**config.mk**
```make
export PLATFORM = sky130hd
export DESIGN_NAME = mcont
export DESIGN_NICKNAME = d
export VERILOG_FILES = /design/src/common/mcont_pkg.sv /design/src/mcont/cmd_fetch.sv /design/src/mcont/mcont.sv /design/src/mcont/result_writer.sv /design/src/mcont/spi_engine.sv
export SDC_FILE = /design/constraint.sdc
export NUM_CORES = 1
export LEC_CHECK = 0
export BUFFER_PORTS_ARGS = -buffer_cell sky130_fd_sc_hd__clkbuf_2
export CORE_MARGIN = 2
export CORE_UTILIZATION = 40
export CTS_BUF_LIST = sky130_fd_sc_hd__clkbuf_8
export DETAILED_ROUTE_END_ITERATION = 8
export PLACE_DENSITY = 0.75
export SYNTH_ARGS = -nofsm -noshare
export SYNTH_HDL_FRONTEND = slang
export SYNTH_SLANG_ARGS = --single-unit
```
**constraint.sdc**
```tcl
create_clock -name CLK_BUF -period 2.6 [get_ports CLK_BUF]
set_input_delay 0.13 -clock CLK_BUF [delete_from_list [all_inputs] [get_ports CLK_BUF]]
set_output_delay 0.13 -clock CLK_BUF [all_outputs]
set_load 0.02 [all_outputs]
```
**src/common/mcont_pkg.sv**
```systemverilog
// Memory map, SPI timing and command/result field layout for the protocol controller
// Referenced by scope from every controller module

package mcont_pkg;

	// Data memory geometry
	localparam int MEM_WORDS = 512;
	localparam int ADDR_W = 9;

	// Word address type, also used to size base offsets
	typedef logic [ADDR_W-1:0] addr_t;

	// Command mailbox, one word per slot
	localparam int NUM_SLOTS = 8;
	localparam int SLOT_W = $clog2(NUM_SLOTS);
	localparam addr_t SLOT_BASE = addr_t'(256);

	// Result words follow the slots, same index
	localparam addr_t RESULT_BASE = addr_t'(264);

	// Slave selects and interrupt lines
	localparam int NUM_SS = 4;
	localparam int SS_W = $clog2(NUM_SS);

	// SCK half period in clock cycles
	localparam int SCK_HALF = 2;
	localparam int HALF_W = (SCK_HALF > 1) ? $clog2(SCK_HALF) : 1;
	localparam logic [HALF_W-1:0] HALF_LAST = HALF_W'(SCK_HALF - 1);

	// Command word fields
	// Tx byte in bits 7..0
	localparam int GO_BIT = 31;
	localparam int SS_LSB = 24;

	// Result word fields
	// Rx byte in bits 7..0, slave select echoed at SS_LSB
	localparam int DONE_BIT = 31;

	// Command fetch FSM
	typedef enum logic [1:0] {
		READ,
		CHECK,
		CLAIM,
		HAND
	} fetch_state_e;

	// SPI shift FSM
	typedef enum logic [1:0] {
		IDLE,
		SELECT,
		SHIFT,
		RELEASE
	} spi_state_e;

endpackage

```
**src/mcont/cmd_fetch.sv**
```systemverilog
// Round-robin poller over the command slots
// Claims a command by clearing its go bit, then offers it to the SPI engine
`timescale 1ns/1ns

module cmd_fetch (
	input  logic                          CLK_BUF,
	input  logic                          reset_i,

	// Memory port B request
	output logic                          req_o,
	input  logic                          gnt_i,
	output logic [mcont_pkg::ADDR_W-1:0]  addr_o,
	output logic [3:0]                    we_o,
	output logic [31:0]                   wdata_o,
	input  logic [31:0]                   rdata_i,

	// Command hand-off
	output logic                          cmd_valid_o,
	input  logic                          cmd_ready_i,
	output logic [mcont_pkg::SLOT_W-1:0]  cmd_slot_o,
	output logic [mcont_pkg::SS_W-1:0]    cmd_ss_o,
	output logic [7:0]                    cmd_tx_o
);

	mcont_pkg::fetch_state_e        state_q;
	logic [mcont_pkg::SLOT_W-1:0]   slot_q;
	logic [31:0]                    cmd_word_q;
	logic                           go_seen;

	// Read data is valid in CHECK, one cycle after the granted read
	assign go_seen = (state_q == mcont_pkg::CHECK) && rdata_i[mcont_pkg::GO_BIT];

	always_ff @(posedge CLK_BUF) begin
		if (reset_i) begin
			state_q <= mcont_pkg::READ;
			slot_q  <= '0;
		end else begin
			case (state_q)
				mcont_pkg::READ: begin
					// Wait out write-back traffic
					if (gnt_i) begin
						state_q <= mcont_pkg::CHECK;
					end
				end
				mcont_pkg::CHECK: begin
					if (go_seen) begin
						state_q <= mcont_pkg::CLAIM;
					end else begin
						// Empty slot, move on
						slot_q  <= slot_q + 1'b1;
						state_q <= mcont_pkg::READ;
					end
				end
				mcont_pkg::CLAIM: begin
					if (gnt_i) begin
						state_q <= mcont_pkg::HAND;
					end
				end
				mcont_pkg::HAND: begin
					// Scan frozen until the engine takes it
					if (cmd_ready_i) begin
						slot_q  <= slot_q + 1'b1;
						state_q <= mcont_pkg::READ;
					end
				end
				default: begin
					state_q <= mcont_pkg::READ;
				end
			endcase
		end
	end

	// Command word kept for write-back and hand-off
	always_ff @(posedge CLK_BUF) begin
		if (go_seen) begin
			cmd_word_q <= rdata_i;
		end
	end

	always_comb begin
		req_o  = (state_q == mcont_pkg::READ) || (state_q == mcont_pkg::CLAIM);
		addr_o = mcont_pkg::SLOT_BASE + mcont_pkg::addr_t'(slot_q);
		// Only the byte holding the go flag is rewritten
		we_o   = 4'b0000;
		if (state_q == mcont_pkg::CLAIM) begin
			we_o = 4'b0001 << (mcont_pkg::GO_BIT / 8);
		end
		wdata_o = cmd_word_q;
		wdata_o[mcont_pkg::GO_BIT] = 1'b0;
	end

	// Hand-off fields
	assign cmd_valid_o = (state_q == mcont_pkg::HAND);
	assign cmd_slot_o  = slot_q;
	assign cmd_ss_o    = cmd_word_q[mcont_pkg::SS_LSB +: mcont_pkg::SS_W];
	assign cmd_tx_o    = cmd_word_q[7:0];

endmodule

```
**src/mcont/mcont.sv**
```systemverilog
// Protocol controller: command fetch, SPI engine and result write-back
// Owns memory port B and shares it between fetch and write-back
`timescale 1ns/1ns

module mcont (
	input  logic                          CLK_BUF,
	input  logic                          reset_i,

	// Memory port B
	output logic [mcont_pkg::ADDR_W-1:0]  mem_addr_o,
	output logic [3:0]                    mem_we_o,
	output logic [31:0]                   mem_wdata_o,
	input  logic [31:0]                   mem_rdata_i,

	// SPI pins
	output logic                          sck_o,
	output logic                          mosi_o,
	input  logic                          miso_i,
	output logic [mcont_pkg::NUM_SS-1:0]  ss_n_o,

	// One interrupt per slave select
	output logic [mcont_pkg::NUM_SS-1:0]  int_o
);

	// Fetch side of port B
	logic                          cf_req;
	logic                          cf_gnt;
	logic [mcont_pkg::ADDR_W-1:0]  cf_addr;
	logic [3:0]                    cf_we;
	logic [31:0]                   cf_wdata;

	// Write-back side of port B
	logic                          rw_req;
	logic                          rw_gnt;
	logic [mcont_pkg::ADDR_W-1:0]  rw_addr;
	logic [3:0]                    rw_we;
	logic [31:0]                   rw_wdata;

	// Fetch to engine
	logic                          cmd_valid;
	logic                          cmd_ready;
	logic [mcont_pkg::SLOT_W-1:0]  cmd_slot;
	logic [mcont_pkg::SS_W-1:0]    cmd_ss;
	logic [7:0]                    cmd_tx;

	// Engine to write-back
	logic                          res_valid;
	logic                          res_ready;
	logic [mcont_pkg::SLOT_W-1:0]  res_slot;
	logic [mcont_pkg::SS_W-1:0]    res_ss;
	logic [7:0]                    res_rx;

	// Write-back has priority, it holds the port one cycle per result
	assign rw_gnt = rw_req;
	assign cf_gnt = cf_req & ~rw_req;

	// Port B mux
	assign mem_addr_o  = rw_req ? rw_addr  : cf_addr;
	assign mem_we_o    = rw_req ? rw_we    : cf_we;
	assign mem_wdata_o = rw_req ? rw_wdata : cf_wdata;

	cmd_fetch i_cmd_fetch (
		.CLK_BUF     (CLK_BUF),
		.reset_i     (reset_i),
		.req_o       (cf_req),
		.gnt_i       (cf_gnt),
		.addr_o      (cf_addr),
		.we_o        (cf_we),
		.wdata_o     (cf_wdata),
		.rdata_i     (mem_rdata_i),
		.cmd_valid_o (cmd_valid),
		.cmd_ready_i (cmd_ready),
		.cmd_slot_o  (cmd_slot),
		.cmd_ss_o    (cmd_ss),
		.cmd_tx_o    (cmd_tx)
	);

	spi_engine i_spi_engine (
		.CLK_BUF     (CLK_BUF),
		.reset_i     (reset_i),
		.cmd_valid_i (cmd_valid),
		.cmd_ready_o (cmd_ready),
		.cmd_slot_i  (cmd_slot),
		.cmd_ss_i    (cmd_ss),
		.cmd_tx_i    (cmd_tx),
		.res_valid_o (res_valid),
		.res_ready_i (res_ready),
		.res_slot_o  (res_slot),
		.res_ss_o    (res_ss),
		.res_rx_o    (res_rx),
		.sck_o       (sck_o),
		.mosi_o      (mosi_o),
		.miso_i      (miso_i),
		.ss_n_o      (ss_n_o)
	);

	result_writer i_result_writer (
		.CLK_BUF     (CLK_BUF),
		.reset_i     (reset_i),
		.res_valid_i (res_valid),
		.res_ready_o (res_ready),
		.res_slot_i  (res_slot),
		.res_ss_i    (res_ss),
		.res_rx_i    (res_rx),
		.req_o       (rw_req),
		.gnt_i       (rw_gnt),
		.addr_o      (rw_addr),
		.we_o        (rw_we),
		.wdata_o     (rw_wdata),
		.int_o       (int_o)
	);

endmodule

```
**src/mcont/result_writer.sv**
```systemverilog
// One-entry result buffer that writes the result word for its slot
// Pulses the interrupt of the slave select in the cycle the write lands
`timescale 1ns/1ns

module result_writer (
	input  logic                          CLK_BUF,
	input  logic                          reset_i,

	// Result in
	input  logic                          res_valid_i,
	output logic                          res_ready_o,
	input  logic [mcont_pkg::SLOT_W-1:0]  res_slot_i,
	input  logic [mcont_pkg::SS_W-1:0]    res_ss_i,
	input  logic [7:0]                    res_rx_i,

	// Memory port B request, write only
	output logic                          req_o,
	input  logic                          gnt_i,
	output logic [mcont_pkg::ADDR_W-1:0]  addr_o,
	output logic [3:0]                    we_o,
	output logic [31:0]                   wdata_o,

	output logic [mcont_pkg::NUM_SS-1:0]  int_o
);

	logic                           pend_q;
	logic [mcont_pkg::SLOT_W-1:0]   slot_q;
	logic [mcont_pkg::SS_W-1:0]     ss_q;
	logic [7:0]                     rx_q;
	logic                           take;
	logic                           write_now;

	assign take      = res_valid_i && !pend_q;
	assign write_now = pend_q && gnt_i;

	always_ff @(posedge CLK_BUF) begin
		if (reset_i) begin
			pend_q <= 1'b0;
		end else if (take) begin
			pend_q <= 1'b1;
		end else if (write_now) begin
			pend_q <= 1'b0;
		end
	end

	always_ff @(posedge CLK_BUF) begin
		if (take) begin
			slot_q <= res_slot_i;
			ss_q   <= res_ss_i;
			rx_q   <= res_rx_i;
		end
	end

	assign res_ready_o = ~pend_q;
	assign req_o       = pend_q;
	assign addr_o      = mcont_pkg::RESULT_BASE + mcont_pkg::addr_t'(slot_q);
	assign we_o        = {4{pend_q}};

	always_comb begin
		// Done flag, echoed select, received byte
		wdata_o = '0;
		wdata_o[mcont_pkg::DONE_BIT] = 1'b1;
		wdata_o[mcont_pkg::SS_LSB +: mcont_pkg::SS_W] = ss_q;
		wdata_o[7:0] = rx_q;

		int_o = '0;
		if (write_now) begin
			int_o[ss_q] = 1'b1;
		end
	end

endmodule

```
**src/mcont/spi_engine.sv**
```systemverilog
// SPI mode 0 master, one byte per command, MSB first
// Frame: 2 cycles select, 8 bits of 4 cycles (high then low half), then release
`timescale 1ns/1ns

module spi_engine (
	input  logic                          CLK_BUF,
	input  logic                          reset_i,

	// Command in
	input  logic                          cmd_valid_i,
	output logic                          cmd_ready_o,
	input  logic [mcont_pkg::SLOT_W-1:0]  cmd_slot_i,
	input  logic [mcont_pkg::SS_W-1:0]    cmd_ss_i,
	input  logic [7:0]                    cmd_tx_i,

	// Result out
	output logic                          res_valid_o,
	input  logic                          res_ready_i,
	output logic [mcont_pkg::SLOT_W-1:0]  res_slot_o,
	output logic [mcont_pkg::SS_W-1:0]    res_ss_o,
	output logic [7:0]                    res_rx_o,

	// SPI pins
	output logic                          sck_o,
	output logic                          mosi_o,
	input  logic                          miso_i,
	output logic [mcont_pkg::NUM_SS-1:0]  ss_n_o
);

	mcont_pkg::spi_state_e          state_q;
	logic [mcont_pkg::HALF_W-1:0]   half_q;
	logic [2:0]                     bit_q;
	logic                           sck_q;
	logic [7:0]                     tx_sr_q;
	logic [7:0]                     rx_sr_q;
	logic [mcont_pkg::SLOT_W-1:0]   slot_q;
	logic [mcont_pkg::SS_W-1:0]     ss_q;
	logic                           accept;
	logic                           half_end;
	logic                           in_frame;
	logic                           rise_edge;
	logic                           fall_edge;

	assign accept   = (state_q == mcont_pkg::IDLE) && cmd_valid_i;
	assign half_end = (half_q == mcont_pkg::HALF_LAST);
	assign in_frame = (state_q == mcont_pkg::SELECT) || (state_q == mcont_pkg::SHIFT);

	// SCK rises at end of select and after every low half but the last
	assign rise_edge = half_end && ((state_q == mcont_pkg::SELECT) ||
		((state_q == mcont_pkg::SHIFT) && !sck_q && (bit_q != 3'd7)));
	assign fall_edge = half_end && (state_q == mcont_pkg::SHIFT) && sck_q;

	always_ff @(posedge CLK_BUF) begin
		if (reset_i) begin
			state_q <= mcont_pkg::IDLE;
			half_q  <= '0;
			bit_q   <= '0;
			sck_q   <= 1'b0;
		end else begin
			case (state_q)
				mcont_pkg::IDLE: begin
					if (accept) begin
						state_q <= mcont_pkg::SELECT;
						half_q  <= '0;
						bit_q   <= '0;
					end
				end
				mcont_pkg::SELECT: begin
					half_q <= half_end ? '0 : half_q + 1'b1;
					if (half_end) begin
						sck_q   <= 1'b1;
						state_q <= mcont_pkg::SHIFT;
					end
				end
				mcont_pkg::SHIFT: begin
					half_q <= half_end ? '0 : half_q + 1'b1;
					if (fall_edge) begin
						sck_q <= 1'b0;
					end else if (rise_edge) begin
						sck_q <= 1'b1;
						bit_q <= bit_q + 1'b1;
					end else if (half_end) begin
						// Trailing low half of bit 0 done
						state_q <= mcont_pkg::RELEASE;
					end
				end
				mcont_pkg::RELEASE: begin
					// Held here while write-back is busy
					if (res_ready_i) begin
						state_q <= mcont_pkg::IDLE;
					end
				end
				default: begin
					state_q <= mcont_pkg::IDLE;
				end
			endcase
		end
	end

	// Shift registers and command fields
	always_ff @(posedge CLK_BUF) begin
		if (accept) begin
			tx_sr_q <= cmd_tx_i;
			slot_q  <= cmd_slot_i;
			ss_q    <= cmd_ss_i;
		end else if (fall_edge) begin
			tx_sr_q <= {tx_sr_q[6:0], 1'b0};
		end
		if (rise_edge) begin
			rx_sr_q <= {rx_sr_q[6:0], miso_i};
		end
	end

	// Decoded select, active low during the frame only
	always_comb begin
		ss_n_o = '1;
		if (in_frame) begin
			ss_n_o[ss_q] = 1'b0;
		end
	end

	assign sck_o  = sck_q;
	assign mosi_o = in_frame & tx_sr_q[7];

	assign cmd_ready_o = (state_q == mcont_pkg::IDLE);
	assign res_valid_o = (state_q == mcont_pkg::RELEASE);
	assign res_slot_o  = slot_q;
	assign res_ss_o    = ss_q;
	assign res_rx_o    = rx_sr_q;

endmodule

```
# After elaboration in Yosys (flattened, before gate mapping)
# Cells that the tools add are included.
# word_totals
reg_bits	78
out_inout_bits	55
# op_classes
bitwise	4
n_mux	39
eq_ne	19
n_addsub	5
magnitude_cmp	4
reduce_logical	29
# ops
cell	count
two-way mux 32 bit	1
two-way mux 2 bit	10
adder 9 x 3 -> 9 bit (first input constant)	2
two-way mux 4 bit	4
two-way mux 8 bit	2
case mux 2 bit (4 select lines)	2
two-way mux 3 bit	5
!= test 2 bit (second input constant)	7
case mux 3 bit (2 select lines)	2
logical AND 1 bit	10
nonzero test 2 bit	5
two-way mux 9 bit	1
AND reduction 3 bit	3
equality test 2 bit (second input constant)	4
two-way mux 1 bit	8
!= test 2 x 1 -> 1 bit (second input constant)	4
adder 3 x 1 -> 3 bit (second input constant)	2
less-than comparator 2 x 3 -> 1 bit (second input constant)	2
AND reduction 6 bit	1
demux 1 bit (select 2 bit)	2
equality test 2 x 1 -> 1 bit (second input constant)	2
greater-or-equal comparator 2 x 1 -> 1 bit (second input constant)	2
zero test 2 bit	2
inverter 4 bit	1
other kinds (11)	16

# Logic depth before layout (Yosys ltp)
# logic_depth
depth_word	8
depth_mapped	7

# Cells and area by module
# A second synthesis with hierarchy kept.
# unflattened
cells_unflattened	282
hier_area_um2	4088.9
# by_module_without_submodules
mod	seq_area_each_um2	cells_per_inst	n_inst	area_per_inst_um2
cmd_fetch	1031.0	84	1	1386.3
spi_engine	770.7	88	1	1239.9
mcont	0.0	51	1	750.7
result_writer	410.4	59	1	711.9

# Least setup slack after synthesis
# Ideal clock, no wire load.
# synth_timing
path_kind	register to register
startpoint	register i_cmd_fetch.state_q[0]
endpoint	register i_cmd_fetch.cmd_word_q[0] (enable)
synth_period_minus_slack_ns	2.212
setup_time_ns	0.420
required_ns	2.180
path_buffers	1
stages_incl_launch_ff	4
arrival_time_ns	1.792
slack_ns	0.388
cell_sequence	dfxtp_1 buf_6 nand2_1 nor2_1
# synth_between
elab_chain_cells	2
# synth_rtl
element	line	text
start, declared	cmd_fetch.sv:25	mcont_pkg::fetch_state_e state_q;
start signal, assigned	cmd_fetch.sv:35	state_q <= mcont_pkg::READ;
start signal, assigned	cmd_fetch.sv:42	state_q <= mcont_pkg::CHECK;
start signal, assigned	cmd_fetch.sv:47	state_q <= mcont_pkg::CLAIM;
equality test 2 x 1 -> 1 bit	cmd_fetch.sv:31	assign go_seen = (state_q == mcont_pkg::CHECK) && rdata_i[mcont_pkg::GO_BIT];
logical AND 1 bit	cmd_fetch.sv:31	
via i_cmd_fetch.go_seen	cmd_fetch.sv:28	logic go_seen;
end signal, assigned	cmd_fetch.sv:76	cmd_word_q <= rdata_i;
end, declared	cmd_fetch.sv:27	logic [31:0] cmd_word_q;
# The timed path passes the listed nets, and every way through them passes these cells.
# A chain may end at the register's enable or synchronous reset.

# Worst setup path after layout
# layout_timing
startpoint	register i_spi_engine.state_q[1]
endpoint	output port ss_n_o[0] (netlist name)
# layout_between
elab_chain_cells	3
elab_cells_between_ends	4
classes_between	eq/ne: 2; mux: 1; reduce/logical: 1
# layout_rtl
element	line	text
start, declared	spi_engine.sv:30	mcont_pkg::spi_state_e state_q;
start signal, assigned	spi_engine.sv:55	state_q <= mcont_pkg::IDLE;
start signal, assigned	spi_engine.sv:63	state_q <= mcont_pkg::SELECT;
start signal, assigned	spi_engine.sv:72	state_q <= mcont_pkg::SHIFT;
equality test 2 x 1 -> 1 bit or equality test 2 bit (tied branches)	spi_engine.sv:46	assign in_frame = (state_q == mcont_pkg::SELECT) || (state_q == mcont_pkg::SHIFT);
logical OR 1 bit (*)	spi_engine.sv:46	
two-way mux 4 bit (*)	spi_engine.sv:117	if (in_frame) begin
end, declared	mcont.sv:19	output logic [mcont_pkg::NUM_SS-1:0] ss_n_o,
# Mark *: on every way between the ends. The rest lies on a longest branch, timed or not.

==> impl_metrics.env <==
export IMPL_period_share_pct=78.6
export IMPL_die_x_um=94.0
export IMPL_die_area_um2=8830
export IMPL_finalHoldViolations=0
export IMPL_ys_dominant_reg_cell="edfxtp_1"
export IMPL_grt_max_degree=47
export IMPL_crit_fanout=10
export IMPL_dpl_hpwl_um=4290
export IMPL_slew_violations=0
export IMPL_crit_required_ps=2470
export IMPL_critPathSlowestCell="or3b_2"
export IMPL_drive_gt1_share_pct=33.3
export IMPL_clock_skew_ps=9.72
export IMPL_pin_count=90
export IMPL_dpl_cell_area_um2=3710
export IMPL_crit_chain="inv_1 -> ha_1 -> or3b_2 -> clkbuf_2"
export IMPL_relSlewSlack_pct=48.1
export IMPL_yosysSeqAreaShare_pct=68.3
export IMPL_die_height_um=94.0
export IMPL_rsz0062_at_grt="false"
export IMPL_min_period_ps=2040
export IMPL_wl_um=6660
export IMPL_final_setup_viol_count=0
export IMPL_antenna_found_initial=0
export IMPL_nFillCells=682
export IMPL_grt_ovfl_total=0
export IMPL_finish_utilization_pct=54.1
export IMPL_vias=2172
export IMPL_synth_top_area_share_pct=60.3
export IMPL_cts_tree="done"
export IMPL_rows=32
export IMPL_grt_pass1_wl_um=10600
export IMPL_grt_pass1_vias=2138
export IMPL_nets=395
export IMPL_synth_top_cell_by_area="edfxtp_1"
export IMPL_io_buffers=84
export IMPL_final_cell_area_um2=4200
export IMPL_antennaDiodeCount=0
export IMPL_status="finished, final reports clean"
export IMPL_syn_to_final_growth_pct=29.7
export IMPL_clock_path_buffers=2
export IMPL_worst_pin_slew_ps=776
export IMPL_cap_violations=0
export IMPL_max_stage_delay_ps=470
export IMPL_synth_cell_types=38
export IMPL_yosys_top_cells_area="edfxtp_1 (60%), dfxtp_1 (8.0%), nor2b_1 (4.8%), mux2_2 (4.5%), ha_1 (3.1%)"
export IMPL_grt_usage_pct=16.1
export IMPL_worstPathArrival_ps=1910
export IMPL_cts_root_buffer="clkbuf_8"
export IMPL_antenna_left=0
export IMPL_seq_area_um2=2210
export IMPL_clock_fmax_ghz=0.489
export IMPL_syn_inst=237
export IMPL_leakage_uw=0.00174
export IMPL_drcViolationCount=0
export IMPL_cts_max_level=3
export IMPL_wl_per_cell_um=14.5
export IMPL_avgSynthCellArea_um2=13.7
export IMPL_synth_async_reset_ratio_pct=0
export IMPL_crit_type="register to output port"
export IMPL_multi_input_area_um2=901
export IMPL_cts_sinks=78
export IMPL_cts_setup_buffers=0
export IMPL_final_cell_mix="clkbuf_2 (84), edfxtp_1 (65), dlygate4sd3_1 (32), nand2_1 (26), nor2b_1 (25)"
export IMPL_drtIter0Drc=126
export IMPL_layout_commonest_cell="clkbuf_2"
export IMPL_cts_buffers=9
export IMPL_yosys_warnings=0
export IMPL_crit_path_start_kind="register"
export IMPL_synth_ff_latch_count=78
export IMPL_viasPerCell=4.73
export IMPL_coreArea_um2=7770
export IMPL_end_kind="output port"
export IMPL_fin_setup_tns_ps=0
export IMPL_netlist_area_um2=3240
export IMPL_clock_latency_ps=340
export IMPL_cts_reportedPaths_clkPinSlew_ps=80
export IMPL_gp_congestion=0.795
export IMPL_synth_edf_count=65
export IMPL_worstHoldPathType="input pin to register"
export IMPL_p_per_area_nw_per_um2=671
export IMPL_dr_pass1_iters=4
export IMPL_initial_core_util_pct=41.7
export IMPL_total_power_uw=2820
export IMPL_vdd_drop_max_mv=0.367
-- area by class of cell --
type | instances | share of cell area (%)
clock inverters | 5 | 0.477
flip-flops and latches | 78 | 52.7
multi-input cells | 138 | 21.5
well taps | 102 | 3.04
clock buffers | 11 | 3.61
inverters | 6 | 0.536
repair buffers | 119 | 18.2
-- synthesized netlist by cell type, types with 2 or more instances --
cell type,n
ha_1,8
clkbuf_1,4
nand3b_1,3
dfxtp_1,13
nand2_1,26
edfxtp_1,65
and2_1,2
nand2b_1,4
mux2_2,13
a21oi_1,7
a31oi_1,2
nand3_1,7
buf_2,3
inv_1,5
buf_4,10
mux2i_1,2
o21ai_0,6
conb_1,2
and3_1,2
nor2_1,10
xor2_1,2
nor2b_1,25
-- what timing repair did --
action                                  4_1_cts  5_1_grt
resized for setup                             0        0
endpoints found under the hold margin        32        0
hold buffers                                 32        0
endpoints found under the setup margin        0        0
-- kinds of logic (layout without fill, tap and decap cells) --
group,after synthesis,in the layout,synth area share (%)
buffers and inverters,24,141,4.29
xor gates and xnor gates,2,2,0.541
and+or+nand+nor,86,86,14.1
other,2,5,0.232
DFF,78,78,68.3
AOI/OAI and AO/OA,22,22,4.33
adders and majority gates,8,8,3.09
muxes,15,15,5.14
-- through the flow --
| stage | worst slack [ps] | hold WS, ps | std cells |
|---|---|---|---|
| floorplan | 388 | 202 | 240 |
| global placement | 863 | 307 | 411 |
| detailed placement | 747 | 309 | 411 |
| CTS | 540 | 116 | 459 |
| global route | 439 | 174 | 459 |
| finish | 556 | 123 | 459 |
-- sequential cells by signal, indices dropped and copies added, names as in the netlist, named ones only --
signal	flops
i_cmd_fetch.cmd_slot_o	3
i_cmd_fetch.cmd_word_q	31
i_cmd_fetch.state_q	1
i_result_writer.req_o	1
i_result_writer.rx_q	8
i_result_writer.slot_q	3
i_result_writer.ss_q	2
i_spi_engine.bit_q	3
i_spi_engine.half_end	1
i_spi_engine.res_rx_o	8
i_spi_engine.res_slot_o	3
i_spi_engine.res_ss_o	2
i_spi_engine.sck_o	1
i_spi_engine.state_q	2
i_spi_engine.tx_sr_q	8
-- critical path, delay by kind of cell, from the launching register on --
kind	cells	cell delay [ps]
simple gates	1	470
fa+ha+maj	1	450
flops	1	390
buf+inv	2	260
-- report_power, final --
| group | switching (µW) | total [µW] | internal (µW) |
|---|---|---|---|
| registers | 49.7 | 1470 | 1420 |
| logic | 308 | 548 | 240 |
| clock network | 414 | 798 | 384 |
| total | 771 | 2820 | 2050 |
-- worst paths after layout --
path	slack (ps)	startpoint	cells after the start	to
max reg2reg	720	i_spi_engine.state_q[0]$_SDFFE_PP0P_	4	i_spi_engine.res_rx_o[4]$_DFFE_PP_
min reg2reg	420	i_spi_engine.res_slot_o[0]$_DFFE_PP_	0	i_result_writer.slot_q[0]$_DFFE_PP_
min	120	mem_rdata_i[31]	3	register
max	560	i_spi_engine.state_q[1]$_SDFFE_PP0P_	4	ss_n_o[0]
-- metal layers --
layer | wire length [µm] | GRT usage, % | share of wire (%) | vias up
met5 | 0 | 0 | 0 | -
met4 | 142 | 6.88 | 2.1 | 0
met3 | 328 | 4.09 | 4.9 | 12
met2 | 3270 | 26.0 | 49 | 72
met1 | 2920 | 20.5 | 44 | 1035
li1 | - | - | - | 1053
No activity file was read; power rests on OpenSTA's default activity.
